[src/verilog/mfifo_cfg_pkg.sv]
////////////////////
// Sizes are fixed here and shared by every block and the testbench
// Widths must stay consistent with num_fifos and fifo_depth
////////////////////

package mfifo_cfg_pkg;

  // Logical FIFOs sharing the one RAM
  localparam int num_fifos = 4;
  // Shared RAM entries over all FIFOs
  localparam int fifo_depth = 8;
  // Item width
  localparam int data_width = 16;
  // Index widths
  localparam int fifo_id_width = 2;
  localparam int addr_width = 3;
  // Holds 0 to fifo_depth
  localparam int count_width = 4;

endpackage

[src/verilog/mfifo_types_pkg.sv]
////////////////////
// Flow types between the multi-FIFO blocks
// A valid field, where present, qualifies the rest of the struct
////////////////////

package mfifo_types_pkg;

  // Push payload from the source
  typedef struct packed {
    logic [mfifo_cfg_pkg::data_width-1:0]    data;
    logic [mfifo_cfg_pkg::fifo_id_width-1:0] fifo_id;
  } push_req_t;

  // One write into the data RAM
  typedef struct packed {
    logic                                 valid;
    logic [mfifo_cfg_pkg::addr_width-1:0] addr;
    logic [mfifo_cfg_pkg::data_width-1:0] data;
  } ram_wr_t;

  // New tail entry for one FIFO
  typedef struct packed {
    logic                                    valid;
    logic [mfifo_cfg_pkg::fifo_id_width-1:0] fifo_id;
    logic [mfifo_cfg_pkg::addr_width-1:0]    entry;
  } tail_upd_t;

  // RAM entry handed back to the free list
  typedef struct packed {
    logic                                 valid;
    logic [mfifo_cfg_pkg::addr_width-1:0] entry;
  } dealloc_t;

  // Output slot of one FIFO
  typedef enum logic [1:0] {slot_empty, slot_fetch, slot_full} slot_state_e;

endpackage

[src/verilog/mfifo_freelist.sv]
////////////////////
// Lowest free entry is offered first; a claim and a release may share a cycle
////////////////////

`timescale 1ns/10ps

module mfifo_freelist (
  input  logic                                 clk,
  input  logic                                 reset,
  input  logic                                 alloc_take,
  output logic                                 alloc_avail,
  output logic [mfifo_cfg_pkg::addr_width-1:0] alloc_entry,
  input  mfifo_types_pkg::dealloc_t            dealloc
);

  // One bit per RAM entry, set when free
  logic [mfifo_cfg_pkg::fifo_depth-1:0] free_q;
  logic [mfifo_cfg_pkg::fifo_depth-1:0] free_d;

  assign alloc_avail = |free_q;

  // Priority pick scans down so the lowest index wins
  always_comb begin
    alloc_entry = '0;
    for (int i = mfifo_cfg_pkg::fifo_depth - 1; i >= 0; i--) begin
      if (free_q[i]) begin
        alloc_entry = mfifo_cfg_pkg::addr_width'(i);
      end
    end
  end

  // Claimed entry is always free and released entry is always in use
  // so the two never collide
  always_comb begin
    free_d = free_q;
    if (alloc_take) begin
      free_d[alloc_entry] = 1'b0;
    end
    if (dealloc.valid) begin
      free_d[dealloc.entry] = 1'b1;
    end
  end

  // All entries free out of reset
  always_ff @(posedge clk) begin
    if (reset) begin
      free_q <= '1;
    end else begin
      free_q <= free_d;
    end
  end

endmodule

[src/verilog/mfifo_push_ctrl.sv]
////////////////////
// Single push port; the source must hold push stable while push_ready is low
////////////////////

`timescale 1ns/10ps

module mfifo_push_ctrl (
  input  logic                       clk,
  input  logic                       reset,
  input  logic                       push_valid,
  input  mfifo_types_pkg::push_req_t push,
  output logic                       push_ready,
  output mfifo_types_pkg::ram_wr_t   ram_wr,
  output mfifo_types_pkg::tail_upd_t tail_upd,
  input  mfifo_types_pkg::dealloc_t  dealloc
);

  logic                                 accept;
  logic                                 alloc_avail;
  logic [mfifo_cfg_pkg::addr_width-1:0] alloc_entry;

  // Entry source for every accepted push
  mfifo_freelist u_freelist (
    .clk         (clk),
    .reset       (reset),
    .alloc_take  (accept),
    .alloc_avail (alloc_avail),
    .alloc_entry (alloc_entry),
    .dealloc     (dealloc)
  );

  // Ready only while a free entry exists
  assign push_ready = alloc_avail;
  assign accept     = push_valid & push_ready;

  // Payload lands in the claimed entry
  assign ram_wr = '{valid: accept, addr: alloc_entry, data: push.data};

  // Same entry becomes the new tail of the addressed FIFO
  assign tail_upd = '{valid: accept, fifo_id: push.fifo_id, entry: alloc_entry};

endmodule

[src/verilog/mfifo_linked_list.sv]
////////////////////
// Pops are only requested for non-empty FIFOs
// next_q entries are valid only behind a live entry
////////////////////

`timescale 1ns/10ps

module mfifo_linked_list (
  input  logic                                    clk,
  input  logic                                    reset,
  input  mfifo_types_pkg::tail_upd_t              tail_upd,
  input  logic                                    pop_req_valid,
  input  logic [mfifo_cfg_pkg::fifo_id_width-1:0] pop_req_fifo,
  output logic [mfifo_cfg_pkg::num_fifos-1:0]     fifo_nonempty,
  output logic [mfifo_cfg_pkg::num_fifos-1:0][mfifo_cfg_pkg::addr_width-1:0] fifo_head
);

  logic [mfifo_cfg_pkg::num_fifos-1:0][mfifo_cfg_pkg::addr_width-1:0]  head_q;
  logic [mfifo_cfg_pkg::num_fifos-1:0][mfifo_cfg_pkg::addr_width-1:0]  tail_q;
  logic [mfifo_cfg_pkg::num_fifos-1:0][mfifo_cfg_pkg::count_width-1:0] count_q;
  // Shared next-pointer table indexed by RAM entry
  logic [mfifo_cfg_pkg::addr_width-1:0] next_q [mfifo_cfg_pkg::fifo_depth];
  logic [mfifo_cfg_pkg::num_fifos-1:0]  push_hit;
  logic [mfifo_cfg_pkg::num_fifos-1:0]  pop_hit;

  // Decode push and pop per FIFO
  always_comb begin
    for (int f = 0; f < mfifo_cfg_pkg::num_fifos; f++) begin
      push_hit[f] = tail_upd.valid && (tail_upd.fifo_id == f);
      pop_hit[f]  = pop_req_valid && (pop_req_fifo == f);
      fifo_nonempty[f] = (count_q[f] != '0);
    end
  end

  assign fifo_head = head_q;

  always_ff @(posedge clk) begin
    if (reset) begin
      head_q  <= '0;
      tail_q  <= '0;
      count_q <= '0;
    end else begin
      for (int f = 0; f < mfifo_cfg_pkg::num_fifos; f++) begin
        if (push_hit[f]) begin
          tail_q[f] <= tail_upd.entry;
        end
        // Pushed entry becomes head when the list is empty after this edge,
        // since its link from the old tail is not written yet
        if (push_hit[f] && ((count_q[f] == '0) ||
            ((count_q[f] == mfifo_cfg_pkg::count_width'(1)) && pop_hit[f]))) begin
          head_q[f] <= tail_upd.entry;
        end else if (pop_hit[f]) begin
          head_q[f] <= next_q[head_q[f]];
        end
        case ({push_hit[f], pop_hit[f]})
          2'b10:   count_q[f] <= count_q[f] + mfifo_cfg_pkg::count_width'(1);
          2'b01:   count_q[f] <= count_q[f] - mfifo_cfg_pkg::count_width'(1);
          default: count_q[f] <= count_q[f];
        endcase
      end
    end
  end

  // Link behind the old tail only while that tail belongs to this FIFO
  always_ff @(posedge clk) begin
    if (tail_upd.valid && (count_q[tail_upd.fifo_id] != '0)) begin
      next_q[tail_q[tail_upd.fifo_id]] <= tail_upd.entry;
    end
  end

endmodule

[src/verilog/mfifo_data_ram.sv]
////////////////////
// One write and one read port; read data is valid one cycle after rd_en
////////////////////

`timescale 1ns/10ps

module mfifo_data_ram (
  input  logic                                 clk,
  input  mfifo_types_pkg::ram_wr_t             ram_wr,
  input  logic                                 rd_en,
  input  logic [mfifo_cfg_pkg::addr_width-1:0] rd_addr,
  output logic [mfifo_cfg_pkg::data_width-1:0] rd_data
);

  // Shared item storage
  logic [mfifo_cfg_pkg::data_width-1:0] mem [mfifo_cfg_pkg::fifo_depth];

  always_ff @(posedge clk) begin
    if (ram_wr.valid) begin
      mem[ram_wr.addr] <= ram_wr.data;
    end
  end

  // Read address is a live entry, never the one being written
  always_ff @(posedge clk) begin
    if (rd_en) begin
      rd_data <= mem[rd_addr];
    end
  end

endmodule

[src/verilog/mfifo_pop_ctrl.sv]
////////////////////
// At most one fetch is in flight, so a slot in slot_fetch owns rd_data
////////////////////

`timescale 1ns/10ps

module mfifo_pop_ctrl (
  input  logic                                    clk,
  input  logic                                    reset,
  input  logic [mfifo_cfg_pkg::num_fifos-1:0]     fifo_nonempty,
  input  logic [mfifo_cfg_pkg::num_fifos-1:0][mfifo_cfg_pkg::addr_width-1:0] fifo_head,
  output logic                                    pop_req_valid,
  output logic [mfifo_cfg_pkg::fifo_id_width-1:0] pop_req_fifo,
  output logic                                    rd_en,
  output logic [mfifo_cfg_pkg::addr_width-1:0]    rd_addr,
  input  logic [mfifo_cfg_pkg::data_width-1:0]    rd_data,
  output mfifo_types_pkg::dealloc_t               dealloc,
  output logic [mfifo_cfg_pkg::num_fifos-1:0]     pop_valid,
  input  logic [mfifo_cfg_pkg::num_fifos-1:0]     pop_ready,
  output logic [mfifo_cfg_pkg::num_fifos-1:0][mfifo_cfg_pkg::data_width-1:0] pop_data
);

  mfifo_types_pkg::slot_state_e slot_state_q [mfifo_cfg_pkg::num_fifos];
  logic [mfifo_cfg_pkg::num_fifos-1:0][mfifo_cfg_pkg::data_width-1:0] slot_data_q;
  logic [mfifo_cfg_pkg::fifo_id_width-1:0] rr_ptr_q;
  logic [mfifo_cfg_pkg::fifo_id_width-1:0] pick;
  logic [mfifo_cfg_pkg::fifo_id_width-1:0] idx;
  logic [mfifo_cfg_pkg::num_fifos-1:0]     eligible;
  logic                                    fetch;

  // Candidate FIFOs have entries waiting and room in the slot
  always_comb begin
    for (int f = 0; f < mfifo_cfg_pkg::num_fifos; f++) begin
      eligible[f]  = fifo_nonempty[f] && (slot_state_q[f] == mfifo_types_pkg::slot_empty);
      pop_valid[f] = (slot_state_q[f] == mfifo_types_pkg::slot_full);
    end
  end

  // Round-robin search starting at the pointer
  always_comb begin
    pick  = rr_ptr_q;
    idx   = rr_ptr_q;
    fetch = 1'b0;
    for (int i = 0; i < mfifo_cfg_pkg::num_fifos; i++) begin
      idx = rr_ptr_q + mfifo_cfg_pkg::fifo_id_width'(i);
      if (!fetch && eligible[idx]) begin
        pick  = idx;
        fetch = 1'b1;
      end
    end
  end

  // Read, free and unlink the head in the same cycle
  assign pop_req_valid = fetch;
  assign pop_req_fifo  = pick;
  assign rd_en         = fetch;
  assign rd_addr       = fifo_head[pick];
  assign dealloc       = '{valid: fetch, entry: fifo_head[pick]};
  assign pop_data      = slot_data_q;

  always_ff @(posedge clk) begin
    if (reset) begin
      rr_ptr_q <= '0;
      for (int f = 0; f < mfifo_cfg_pkg::num_fifos; f++) begin
        slot_state_q[f] <= mfifo_types_pkg::slot_empty;
      end
    end else begin
      // Next search starts just past the winner
      if (fetch) begin
        rr_ptr_q <= pick + mfifo_cfg_pkg::fifo_id_width'(1);
      end
      for (int f = 0; f < mfifo_cfg_pkg::num_fifos; f++) begin
        case (slot_state_q[f])
          mfifo_types_pkg::slot_empty: begin
            if (fetch && (pick == f)) begin
              slot_state_q[f] <= mfifo_types_pkg::slot_fetch;
            end
          end
          mfifo_types_pkg::slot_fetch: slot_state_q[f] <= mfifo_types_pkg::slot_full;
          default: begin
            if (pop_ready[f]) begin
              slot_state_q[f] <= mfifo_types_pkg::slot_empty;
            end
          end
        endcase
      end
    end
  end

  // Slot payload captures the registered RAM read
  always_ff @(posedge clk) begin
    for (int f = 0; f < mfifo_cfg_pkg::num_fifos; f++) begin
      if (slot_state_q[f] == mfifo_types_pkg::slot_fetch) begin
        slot_data_q[f] <= rd_data;
      end
    end
  end

endmodule

[src/verilog/mfifo_top.sv]
////////////////////
// Four logical FIFOs share eight entries; each FIFO has its own pop port
////////////////////

`timescale 1ns/10ps

module mfifo_top (
  input  logic                                clk,
  input  logic                                reset,
  input  logic                                push_valid,
  input  mfifo_types_pkg::push_req_t          push,
  output logic                                push_ready,
  output logic [mfifo_cfg_pkg::num_fifos-1:0] pop_valid,
  input  logic [mfifo_cfg_pkg::num_fifos-1:0] pop_ready,
  output logic [mfifo_cfg_pkg::num_fifos-1:0][mfifo_cfg_pkg::data_width-1:0] pop_data
);

  mfifo_types_pkg::ram_wr_t                                           ram_wr;
  mfifo_types_pkg::tail_upd_t                                         tail_upd;
  mfifo_types_pkg::dealloc_t                                          dealloc;
  logic [mfifo_cfg_pkg::num_fifos-1:0]                                fifo_nonempty;
  logic [mfifo_cfg_pkg::num_fifos-1:0][mfifo_cfg_pkg::addr_width-1:0] fifo_head;
  logic                                                               pop_req_valid;
  logic [mfifo_cfg_pkg::fifo_id_width-1:0]                            pop_req_fifo;
  logic                                                               rd_en;
  logic [mfifo_cfg_pkg::addr_width-1:0]                               rd_addr;
  logic [mfifo_cfg_pkg::data_width-1:0]                               rd_data;

  // Allocation and RAM write
  mfifo_push_ctrl u_push_ctrl (
    .clk        (clk),
    .reset      (reset),
    .push_valid (push_valid),
    .push       (push),
    .push_ready (push_ready),
    .ram_wr     (ram_wr),
    .tail_upd   (tail_upd),
    .dealloc    (dealloc)
  );

  // Per-FIFO ordering
  mfifo_linked_list u_linked_list (
    .clk           (clk),
    .reset         (reset),
    .tail_upd      (tail_upd),
    .pop_req_valid (pop_req_valid),
    .pop_req_fifo  (pop_req_fifo),
    .fifo_nonempty (fifo_nonempty),
    .fifo_head     (fifo_head)
  );

  mfifo_data_ram u_data_ram (
    .clk     (clk),
    .ram_wr  (ram_wr),
    .rd_en   (rd_en),
    .rd_addr (rd_addr),
    .rd_data (rd_data)
  );

  // Head fetch and output slots
  mfifo_pop_ctrl u_pop_ctrl (
    .clk           (clk),
    .reset         (reset),
    .fifo_nonempty (fifo_nonempty),
    .fifo_head     (fifo_head),
    .pop_req_valid (pop_req_valid),
    .pop_req_fifo  (pop_req_fifo),
    .rd_en         (rd_en),
    .rd_addr       (rd_addr),
    .rd_data       (rd_data),
    .dealloc       (dealloc),
    .pop_valid     (pop_valid),
    .pop_ready     (pop_ready),
    .pop_data      (pop_data)
  );

endmodule

[config.mk]
export PLATFORM = sky130hd
export DESIGN_NAME = mfifo_top
export DESIGN_NICKNAME = d
export VERILOG_FILES = /design/src/verilog/mfifo_cfg_pkg.sv /design/src/verilog/mfifo_types_pkg.sv /design/src/verilog/mfifo_freelist.sv /design/src/verilog/mfifo_push_ctrl.sv /design/src/verilog/mfifo_linked_list.sv /design/src/verilog/mfifo_data_ram.sv /design/src/verilog/mfifo_pop_ctrl.sv /design/src/verilog/mfifo_top.sv
export SDC_FILE = /design/constraint.sdc
export NUM_CORES = 1
export LEC_CHECK = 0
export BUFFER_PORTS_ARGS = -buffer_cell sky130_fd_sc_hd__buf_2
export CAP_MARGIN = 20
export CORE_MARGIN = 2
export CORE_UTILIZATION = 51
export DETAILED_ROUTE_END_ITERATION = 8
export PLACE_DENSITY = 0.75
export SLEW_MARGIN = 20
export SYNTH_ARGS = -nofsm -noshare
export SYNTH_HDL_FRONTEND = slang
export SYNTH_SLANG_ARGS = --single-unit
export TNS_END_PERCENT = 100
[constraint.sdc]
create_clock -name clk -period 7.15 [get_ports clk]
set_clock_uncertainty 0.05 [all_clocks]
set_input_delay 1.0725 -clock clk [delete_from_list [all_inputs] [get_ports clk]]
set_output_delay 1.0725 -clock clk [all_outputs]
set_load 0.03 [all_outputs]
# Yosys cells after proc, flatten, opt, wreduce, memory -nomap -nowiden
# Memory sizes are Yosys's and may differ from the RTL's. A register that Yosys moved wholly into a read port is not among the register bits.
# Cells that the tools add are included.
[op_classes] n_addsub=12 mul=0 div=0 order_cmp=10 n_eq_ne=26 n_shift=0 mux=117 bitwise_logic=16 n_reduce_logical=61
[ops] operator="2-to-1 mux 3 bit" count=26
[ops] operator="2-to-1 mux 1 bit" count=60
[ops] operator="one-hot mux 4 bit (2 select lines)" count=4
[ops] operator="2-to-1 mux 2 bit" count=15
[ops] operator="logical AND 1 bit" count=26
[ops] operator="equality test 2 bit, second input constant" count=12
[ops] operator="equality test 2 x 1 -> 1 bit, second input constant" count=10
[ops] operator="nonzero test 4 bit" count=5
[ops] operator="< comparator 2 x 3 -> 1 bit, second input constant" count=6
[ops] operator="adder 4 x 1 -> 4 bit, second input constant" count=4
[ops] operator="equality test 4 x 1 -> 1 bit, second input constant" count=4
[ops] operator="zero test 4 bit" count=4
[ops] operator="2-to-1 mux 8 bit" count=2
[ops] operator="nonzero test 2 bit" count=8
[ops] operator="subtractor 4 x 1 -> 4 bit, second input constant" count=4
[ops] operator="binary-select mux 3 bit (select 2 bit)" count=2
[ops] operator="zero test 2 bit" count=6
[ops] operator="bitwise OR 1 bit" count=12
[ops] operator="AND 8 bit" count=1
[ops] operator="binary-select mux 1 bit (select 2 bit)" count=4
[ops] operator="binary-select mux 4 bit (select 2 bit)" count=1
[ops] operator="< comparator 3 x 4 -> 1 bit, second input constant" count=2
[ops] operator="NOT 8 bit" count=1
[ops] operator="bitwise OR 8 bit" count=1
[ops] operator="other kinds (10)" count=22
[word_totals] ff_bits=114 latchBits=0 ram_bits=160 rom_bits=0 in_bits=25 wordCells=263 memories=3
[memory_table] name="u_data_ram.mem" depth=8 width=16 rd=1 rd_ports_with_merged_regs=1 wr=1 line="mfifo_data_ram.sv:16" text="logic [mfifo_cfg_pkg::data_width-1:0] mem [mfifo_cfg_pkg::fifo_depth];"
[memory_table] name="u_linked_list.next_q" depth=8 width=3 rd=4 rd_ports_with_merged_regs=4 wr=1 line="mfifo_linked_list.sv:22" text="logic [mfifo_cfg_pkg::addr_width-1:0] next_q [mfifo_cfg_pkg::fifo_depth];"
[memory_table] name="u_pop_ctrl.slot_state_q" depth=4 width=2 rd=4 rd_ports_with_merged_regs=0 wr=4 line="mfifo_pop_ctrl.sv:23" text="mfifo_types_pkg::slot_state_e slot_state_q [mfifo_cfg_pkg::num_fifos];"

# Depth between registers and ports, before layout
[depth] ltp_word=23 depth_mapped=15

# Cells and area by module
# A second synthesis with hierarchy kept.
[unflattened] hier_cells=806 hier_area_um2=13067.5
[modules_own_cells] mod="mfifo_data_ram" n_inst=1 cells_per_inst=214 area_each_um2=5454.0 seq_area_each_um2=4324.1
[modules_own_cells] mod="mfifo_linked_list" n_inst=1 cells_per_inst=347 area_each_um2=4116.4 seq_area_each_um2=1761.7
[modules_own_cells] mod="mfifo_pop_ctrl" n_inst=1 cells_per_inst=167 area_each_um2=2862.7 seq_area_each_um2=2202.1
[modules_own_cells] mod="mfifo_freelist" n_inst=1 cells_per_inst=54 area_each_um2=455.4 seq_area_each_um2=160.2
[modules_own_cells] mod="mfifo_push_ctrl" n_inst=1 cells_per_inst=24 area_each_um2=178.9 seq_area_each_um2=0.0

# Worst setup path before layout
# OpenSTA, ideal clock, no wires.
[synth_path] kind="register -> register" startpoint="register u_linked_list.count_q[0] in the netlist's numbering" endpoint="register u_linked_list.count_q[7] in the netlist's numbering" setup_ps=128 arrival_ps=3177 required_time_ps=6972 slack_ps=3795 stages_incl_launch_ff=16 synth_period_minus_slack_ps=3355 path_cell_list="dfxtp_1 -> inv_1 -> ha_1 -> or3b_4 -> o211a_1 -> o21ai_0 -> o221ai_2 -> inv_1 -> ha_1 -> and2_1 -> buf_2 -> ha_1 -> or4b_2 -> a21oi_1 -> xnor2_1 -> nor2_1"
[synth_between] elab_chain_cells=18 elab_cells_between_ends=29 classes_between="3 x eq/ne; 16 x mux; 10 x reduce/logical"
[synth_rtl] element="start, declared" line="mfifo_linked_list.sv:20" text="logic [mfifo_cfg_pkg::num_fifos-1:0][mfifo_cfg_pkg::count_width-1:0] count_q;"
[synth_rtl] element="start signal, assigned by index" line="mfifo_linked_list.sv:56" text="2'b10: count_q[f] <= count_q[f] + mfifo_cfg_pkg::count_width'(1);"
[synth_rtl] element="start signal, assigned by index" line="mfifo_linked_list.sv:57" text="2'b01: count_q[f] <= count_q[f] - mfifo_cfg_pkg::count_width'(1);"
[synth_rtl] element="start signal, assigned by index" line="mfifo_linked_list.sv:58" text="default: count_q[f] <= count_q[f];"
[synth_rtl] element="nonzero test 4 bit *" line="mfifo_linked_list.sv:31" text="fifo_nonempty[f] = (count_q[f] != '0);"
[synth_rtl] element="logical AND 1 bit *" line="mfifo_pop_ctrl.sv:34" text="eligible[f] = fifo_nonempty[f] && (slot_state_q[f] == mfifo_types_pkg::slot_empty);"
[synth_rtl] element="binary-select mux 1 bit (select 2 bit)" line="mfifo_pop_ctrl.sv:46" text="if (!fetch && eligible[idx]) begin"
[synth_rtl] element="2-to-1 mux 1 bit (implied by the code)" line="mfifo_pop_ctrl.sv:46"
[synth_rtl] element="2-to-1 mux 1 bit" line="mfifo_pop_ctrl.sv:46"
[synth_rtl] element="zero test 1 bit" line="mfifo_pop_ctrl.sv:46"
[synth_rtl] element="logical AND 1 bit" line="mfifo_pop_ctrl.sv:46"
[synth_rtl] element="2-to-1 mux 1 bit" line="mfifo_pop_ctrl.sv:46"
[synth_rtl] element="[2 not listed]"
[synth_rtl] element="2-to-1 mux 1 bit" line="mfifo_pop_ctrl.sv:46"
[synth_rtl] element="zero test 1 bit" line="mfifo_pop_ctrl.sv:46"
[synth_rtl] element="logical AND 1 bit" line="mfifo_pop_ctrl.sv:46"
[synth_rtl] element="2-to-1 mux 2 bit" line="mfifo_pop_ctrl.sv:46"
[synth_rtl] element="equality test 2 x 1 -> 1 bit" line="mfifo_linked_list.sv:30" text="pop_hit[f] = pop_req_valid && (pop_req_fifo == f);"
[synth_rtl] element="logical AND 1 bit *" line="mfifo_linked_list.sv:30"
[synth_rtl] element="equality test 2 x 1 -> 1 bit or equality test 2 bit (tied branches)" line="mfifo_linked_list.sv:55" text="case ({push_hit[f], pop_hit[f]})"
[synth_rtl] element="one-hot mux 4 bit (2 select lines) or nonzero test 2 bit (tied branches)"
# Mark *: on every way between the ends. The rest lies on a longest branch, timed or not. The select of a mux whose other input is x is not followed.
# A chain may end at the register's enable or synchronous reset.

# Worst setup path in the final report
[layout_path] startpoint="register u_linked_list.count_q[12] in the netlist's numbering" endpoint="register u_linked_list.count_q[3] in the netlist's numbering"
[layout_between] elab_chain_cells=18 elab_cells_between_ends=29 classes_between="2 x eq/ne; 16 x mux; 11 x reduce/logical"
[layout_rtl] element="nonzero test 4 bit *" line="mfifo_linked_list.sv:31"
[layout_rtl] element="logical AND 1 bit *" line="mfifo_pop_ctrl.sv:34"
[layout_rtl] element="binary-select mux 1 bit (select 2 bit)" line="mfifo_pop_ctrl.sv:46"
[layout_rtl] element="2-to-1 mux 1 bit (implied by the code)" line="mfifo_pop_ctrl.sv:46"
[layout_rtl] element="2-to-1 mux 1 bit" line="mfifo_pop_ctrl.sv:46"
[layout_rtl] element="zero test 1 bit" line="mfifo_pop_ctrl.sv:46"
[layout_rtl] element="logical AND 1 bit" line="mfifo_pop_ctrl.sv:46"
[layout_rtl] element="2-to-1 mux 1 bit" line="mfifo_pop_ctrl.sv:46"
[layout_rtl] element="[2 not listed]"
[layout_rtl] element="2-to-1 mux 1 bit" line="mfifo_pop_ctrl.sv:46"
[layout_rtl] element="zero test 1 bit" line="mfifo_pop_ctrl.sv:46"
[layout_rtl] element="logical AND 1 bit" line="mfifo_pop_ctrl.sv:46"
[layout_rtl] element="2-to-1 mux 2 bit" line="mfifo_pop_ctrl.sv:46"
[layout_rtl] element="zero test 2 bit" line="mfifo_linked_list.sv:30"
[layout_rtl] element="logical AND 1 bit *" line="mfifo_linked_list.sv:30"
[layout_rtl] element="equality test 2 x 1 -> 1 bit or equality test 2 bit (tied branches)" line="mfifo_linked_list.sv:55"
[layout_rtl] element="one-hot mux 4 bit (2 select lines) or nonzero test 2 bit (tied branches)"
# Marked as above.

==> run_results.csv <==
group,metric,value,unit
run_status,outcome,"finished, final reports clean",
drt,via_per_inst,5.72,
synth,yosys-top-cells-count,"240 x edfxtp_1, 127 x nand2_1, 62 x dfxtp_1",
sta,worst_pin_slew,1020,ps
final_layout,post_route_cells_drive_above_1_share,20.6,%
clock_tree,ctsLongestPathBuffers,3,
die,design.die.area,0.0259,mm²
drt,drt_wl_total,26900,µm
synth,yosysWarningCount,0,
die,die_y,161,µm
job,drv_cap,0,
sta,max_freq,259,MHz
placement,place_area,0.0133,mm²
clock_tree,htreeDepth,1,
critical_path,critPathKind,"reg2reg",
min_path,worstHoldEndpoint,"u_linked_list.tail_q[3]",
synth,synth_cells,898,
synth,synth_fp_nets,943,
die,io_pins,94,
sta,fin_crit,3870,ps
final_layout,fin_area,0.0144,mm²
clock_tree,numCtsBuffers,30,
die,die_w,161,µm
synth,yosysTopAreaCellShare,57.3,%
synth,async_flop_share,0,%
sta,maxSlewViolCount,0,
final_layout,fin_cells,1343,
clock_tree,cts.repair.resized,0,
power,power_leakage,5.06,nW
die,initial_core_util,51.8,%
drt,routedWlPerCell,20.0,µm
critical_path,required,7520,ps
placement,io_buffers,93,
final_layout,finish.utilization,59.3,%
placement,numPlacedInstances,1287,
min_path,hp-start,"u_linked_list.tail_q[3]",
drt,route.detailed.drc,0,
sta,postLayoutSetupSlackWorst,3280,ps
synth,ys_types,55,
clock_tree,hold_buffers,0,
clock_tree,ctsRootBufferMaster,"clkbuf_16",
power,power,6.54,mW
critical_path,worstReg2RegStart,"u_linked_list.count_q[12]",
sta,rsz0062_at_grt,"false",
clock_tree,cts_tree,"done",
sta,tns,0,ps
drt,num_vias,7676,
critical_path,rr_worst_depth,12,
drt,firstDrtPassIters,5,
power,peakVddDrop,330,µV
min_path,hp-class,"reg2reg",
synth,syn_avg_cell_area,14.0,µm²
sta,finalCritPeriodShare,54.1,%
grt,grtUsageTotal,20.6,%
synth,synth_edf_count,240,
critical_path,end_kind,"register",
sta,whs,411,ps
placement,dpl.hpwl,17000,µm
placement,dp_slack,3330,ps
placement,gp_congestion,0.810,
min_path,min_path_cells,2,
die,rows,57,
clock_tree,cts.sinks,302,
final_layout,area_growth,14.4,%
final_layout,final_nets,1040,
clock_tree,cts.clk_slew.worst_paths,60,ps
critical_path,arrival,4230,ps
die,core-area,0.0242,mm²
critical_path,critPathLaunchType,"register",
sta,setup_viol,0,
grt,antenna_found_initial,2,
synth,synthesis.area,0.0126,mm²
sta,hold_viol,0,
grt,overflow,0,
critical_path,rr_endpoint,"u_linked_list.count_q[3]",
synth,yosysSeqAreaShare,67.2,%
critical_path,r2r_setup_slack,3280,ps
synth,yosysTopAreaCell,"edfxtp_1",
grt,grt_pass1_vias,7354,
grt,grt_pass1_wl,41500,µm
grt,grt_max_degree,75,
synth,synthFlopType,"edfxtp_1",
critical_path,worstPathMaxFanout,23,
drt,drt_iter0_drc,805,
power,powerDensity,455,mW/mm²
clock_tree,post_cts_buffers,0,
clock_tree,insertion_delay,580,ps
synth,synth.area.top_cells,"edfxtp_1 57%, dfxtp_1 9.9%, mux4_2 5.0%",
sta,relSlewSlack,32.0,%
synth,ys_seq_elements,302,
drt,ant_nets,0,
final_layout,final.fill_count,1822,
synth,synth_most_common_cell,"edfxtp_1",
==> how the worst max path moves through the flow <==
stage	from	endpoint	slack (ps)	cells past startpoint
global route	u_linked_list.count_q[12]	u_linked_list.count_q[3]	3010	12
finish	u_linked_list.count_q[12]	u_linked_list.count_q[3]	3280	12
detailed placement	u_linked_list.count_q[0]	u_linked_list.count_q[7]	3330	14
global placement	u_linked_list.count_q[8]	u_linked_list.count_q[3]	3400	12
CTS	u_linked_list.count_q[8]	u_linked_list.count_q[3]	3310	12
floorplan	u_linked_list.count_q[0]	u_linked_list.count_q[7]	3800	15
==> report_power, final <==
| part | total, mW | internal (mW) | switching (mW) |
|---|---|---|---|
| sequential | 2.60 | 2.36 | 0.238 |
| combinational | 2.33 | 0.844 | 1.49 |
| clock | 1.61 | 0.952 | 0.660 |
| total | 6.54 | 4.16 | 2.39 |
==> metal layers <==
metal  GRT usage, %  wire length [µm]  vias up
li1               -                 -     3586
met5              0                 0        -
met4           6.66               648        0
met2           32.7             12500      262
met3           3.34              1710       52
met1           29.5             12000     3776
==> flip-flops by register name, summed over array words and instances, names as in the netlist, named ones only <==
signal,count
u_pop_ctrl.rr_ptr_q,2
u_pop_ctrl.pop_data,64
u_linked_list.next_q,24
u_linked_list.fifo_head,12
u_pop_ctrl.slot_state_q,8
u_linked_list.tail_q,12
u_data_ram.rd_data,16
u_linked_list.count_q,16
u_data_ram.mem,128
u_push_ctrl.u_freelist.free_q,8
==> layout by cell type (no fill, tap or decap), types with 5 or more instances in the layout <==
master / n
xor2_1: 8
mux2i_1: 45
nor2_1: 54
mux4_2: 28
a211o_1: 13
a32oi_1: 19
nor4_1: 6
buf_4: 13
o21ai_0: 10
a21oi_1: 43
and2_1: 8
nor3b_1: 9
dfxtp_1: 62
a211oi_1: 5
inv_1: 18
edfxtp_1: 240
nand2_1: 127
nand3_1: 38
clkinv_2: 7
buf_2: 93
clkbuf_16: 31
and3_1: 17
ha_1: 20
nor2b_1: 14
nor3_1: 5
==> cells by family (layout without fill, tap and decap cells) <==
kind of cell,Yosys count,after routing,share of synthesized area [%]
and+or+nand+nor,319,319,12.7
buffers and inverters,60,179,2.31
DFF,302,302,67.2
adders and majority gates,20,20,1.99
AOI/OAI and AO/OA,110,110,6.23
xor gates and xnor gates,12,12,0.836
other,0,2,0
muxes,75,75,8.77
==> final cells by class <==
| type | instances | area, µm² | share of cell area, % |
|---|---|---|---|
| multi-input cells | 536 | 3860 | 26.8 |
| inverters | 19 | 71.3 | 0.496 |
| flip-flops and latches | 302 | 8450 | 58.7 |
| clock buffers | 37 | 810 | 5.63 |
| diodes | 2 | 5.00 | 0.0348 |
| repair buffers | 106 | 563 | 3.91 |
| clock inverters | 17 | 220 | 1.53 |
| well taps | 324 | 405 | 2.82 |
==> critical path: stages, from the launching register on <==
cell	delay, ps
dfxtp_1	460
inv_1	70
ha_1	220
nor3b_2	180
o22ai_1	370
nor3_2	150
inv_2	450
and2_1	460
ha_1	330
or4b_2	610
a21oi_1	180
xnor2_1	140
nor2_1	60
(Power assumes the default switching activity.)
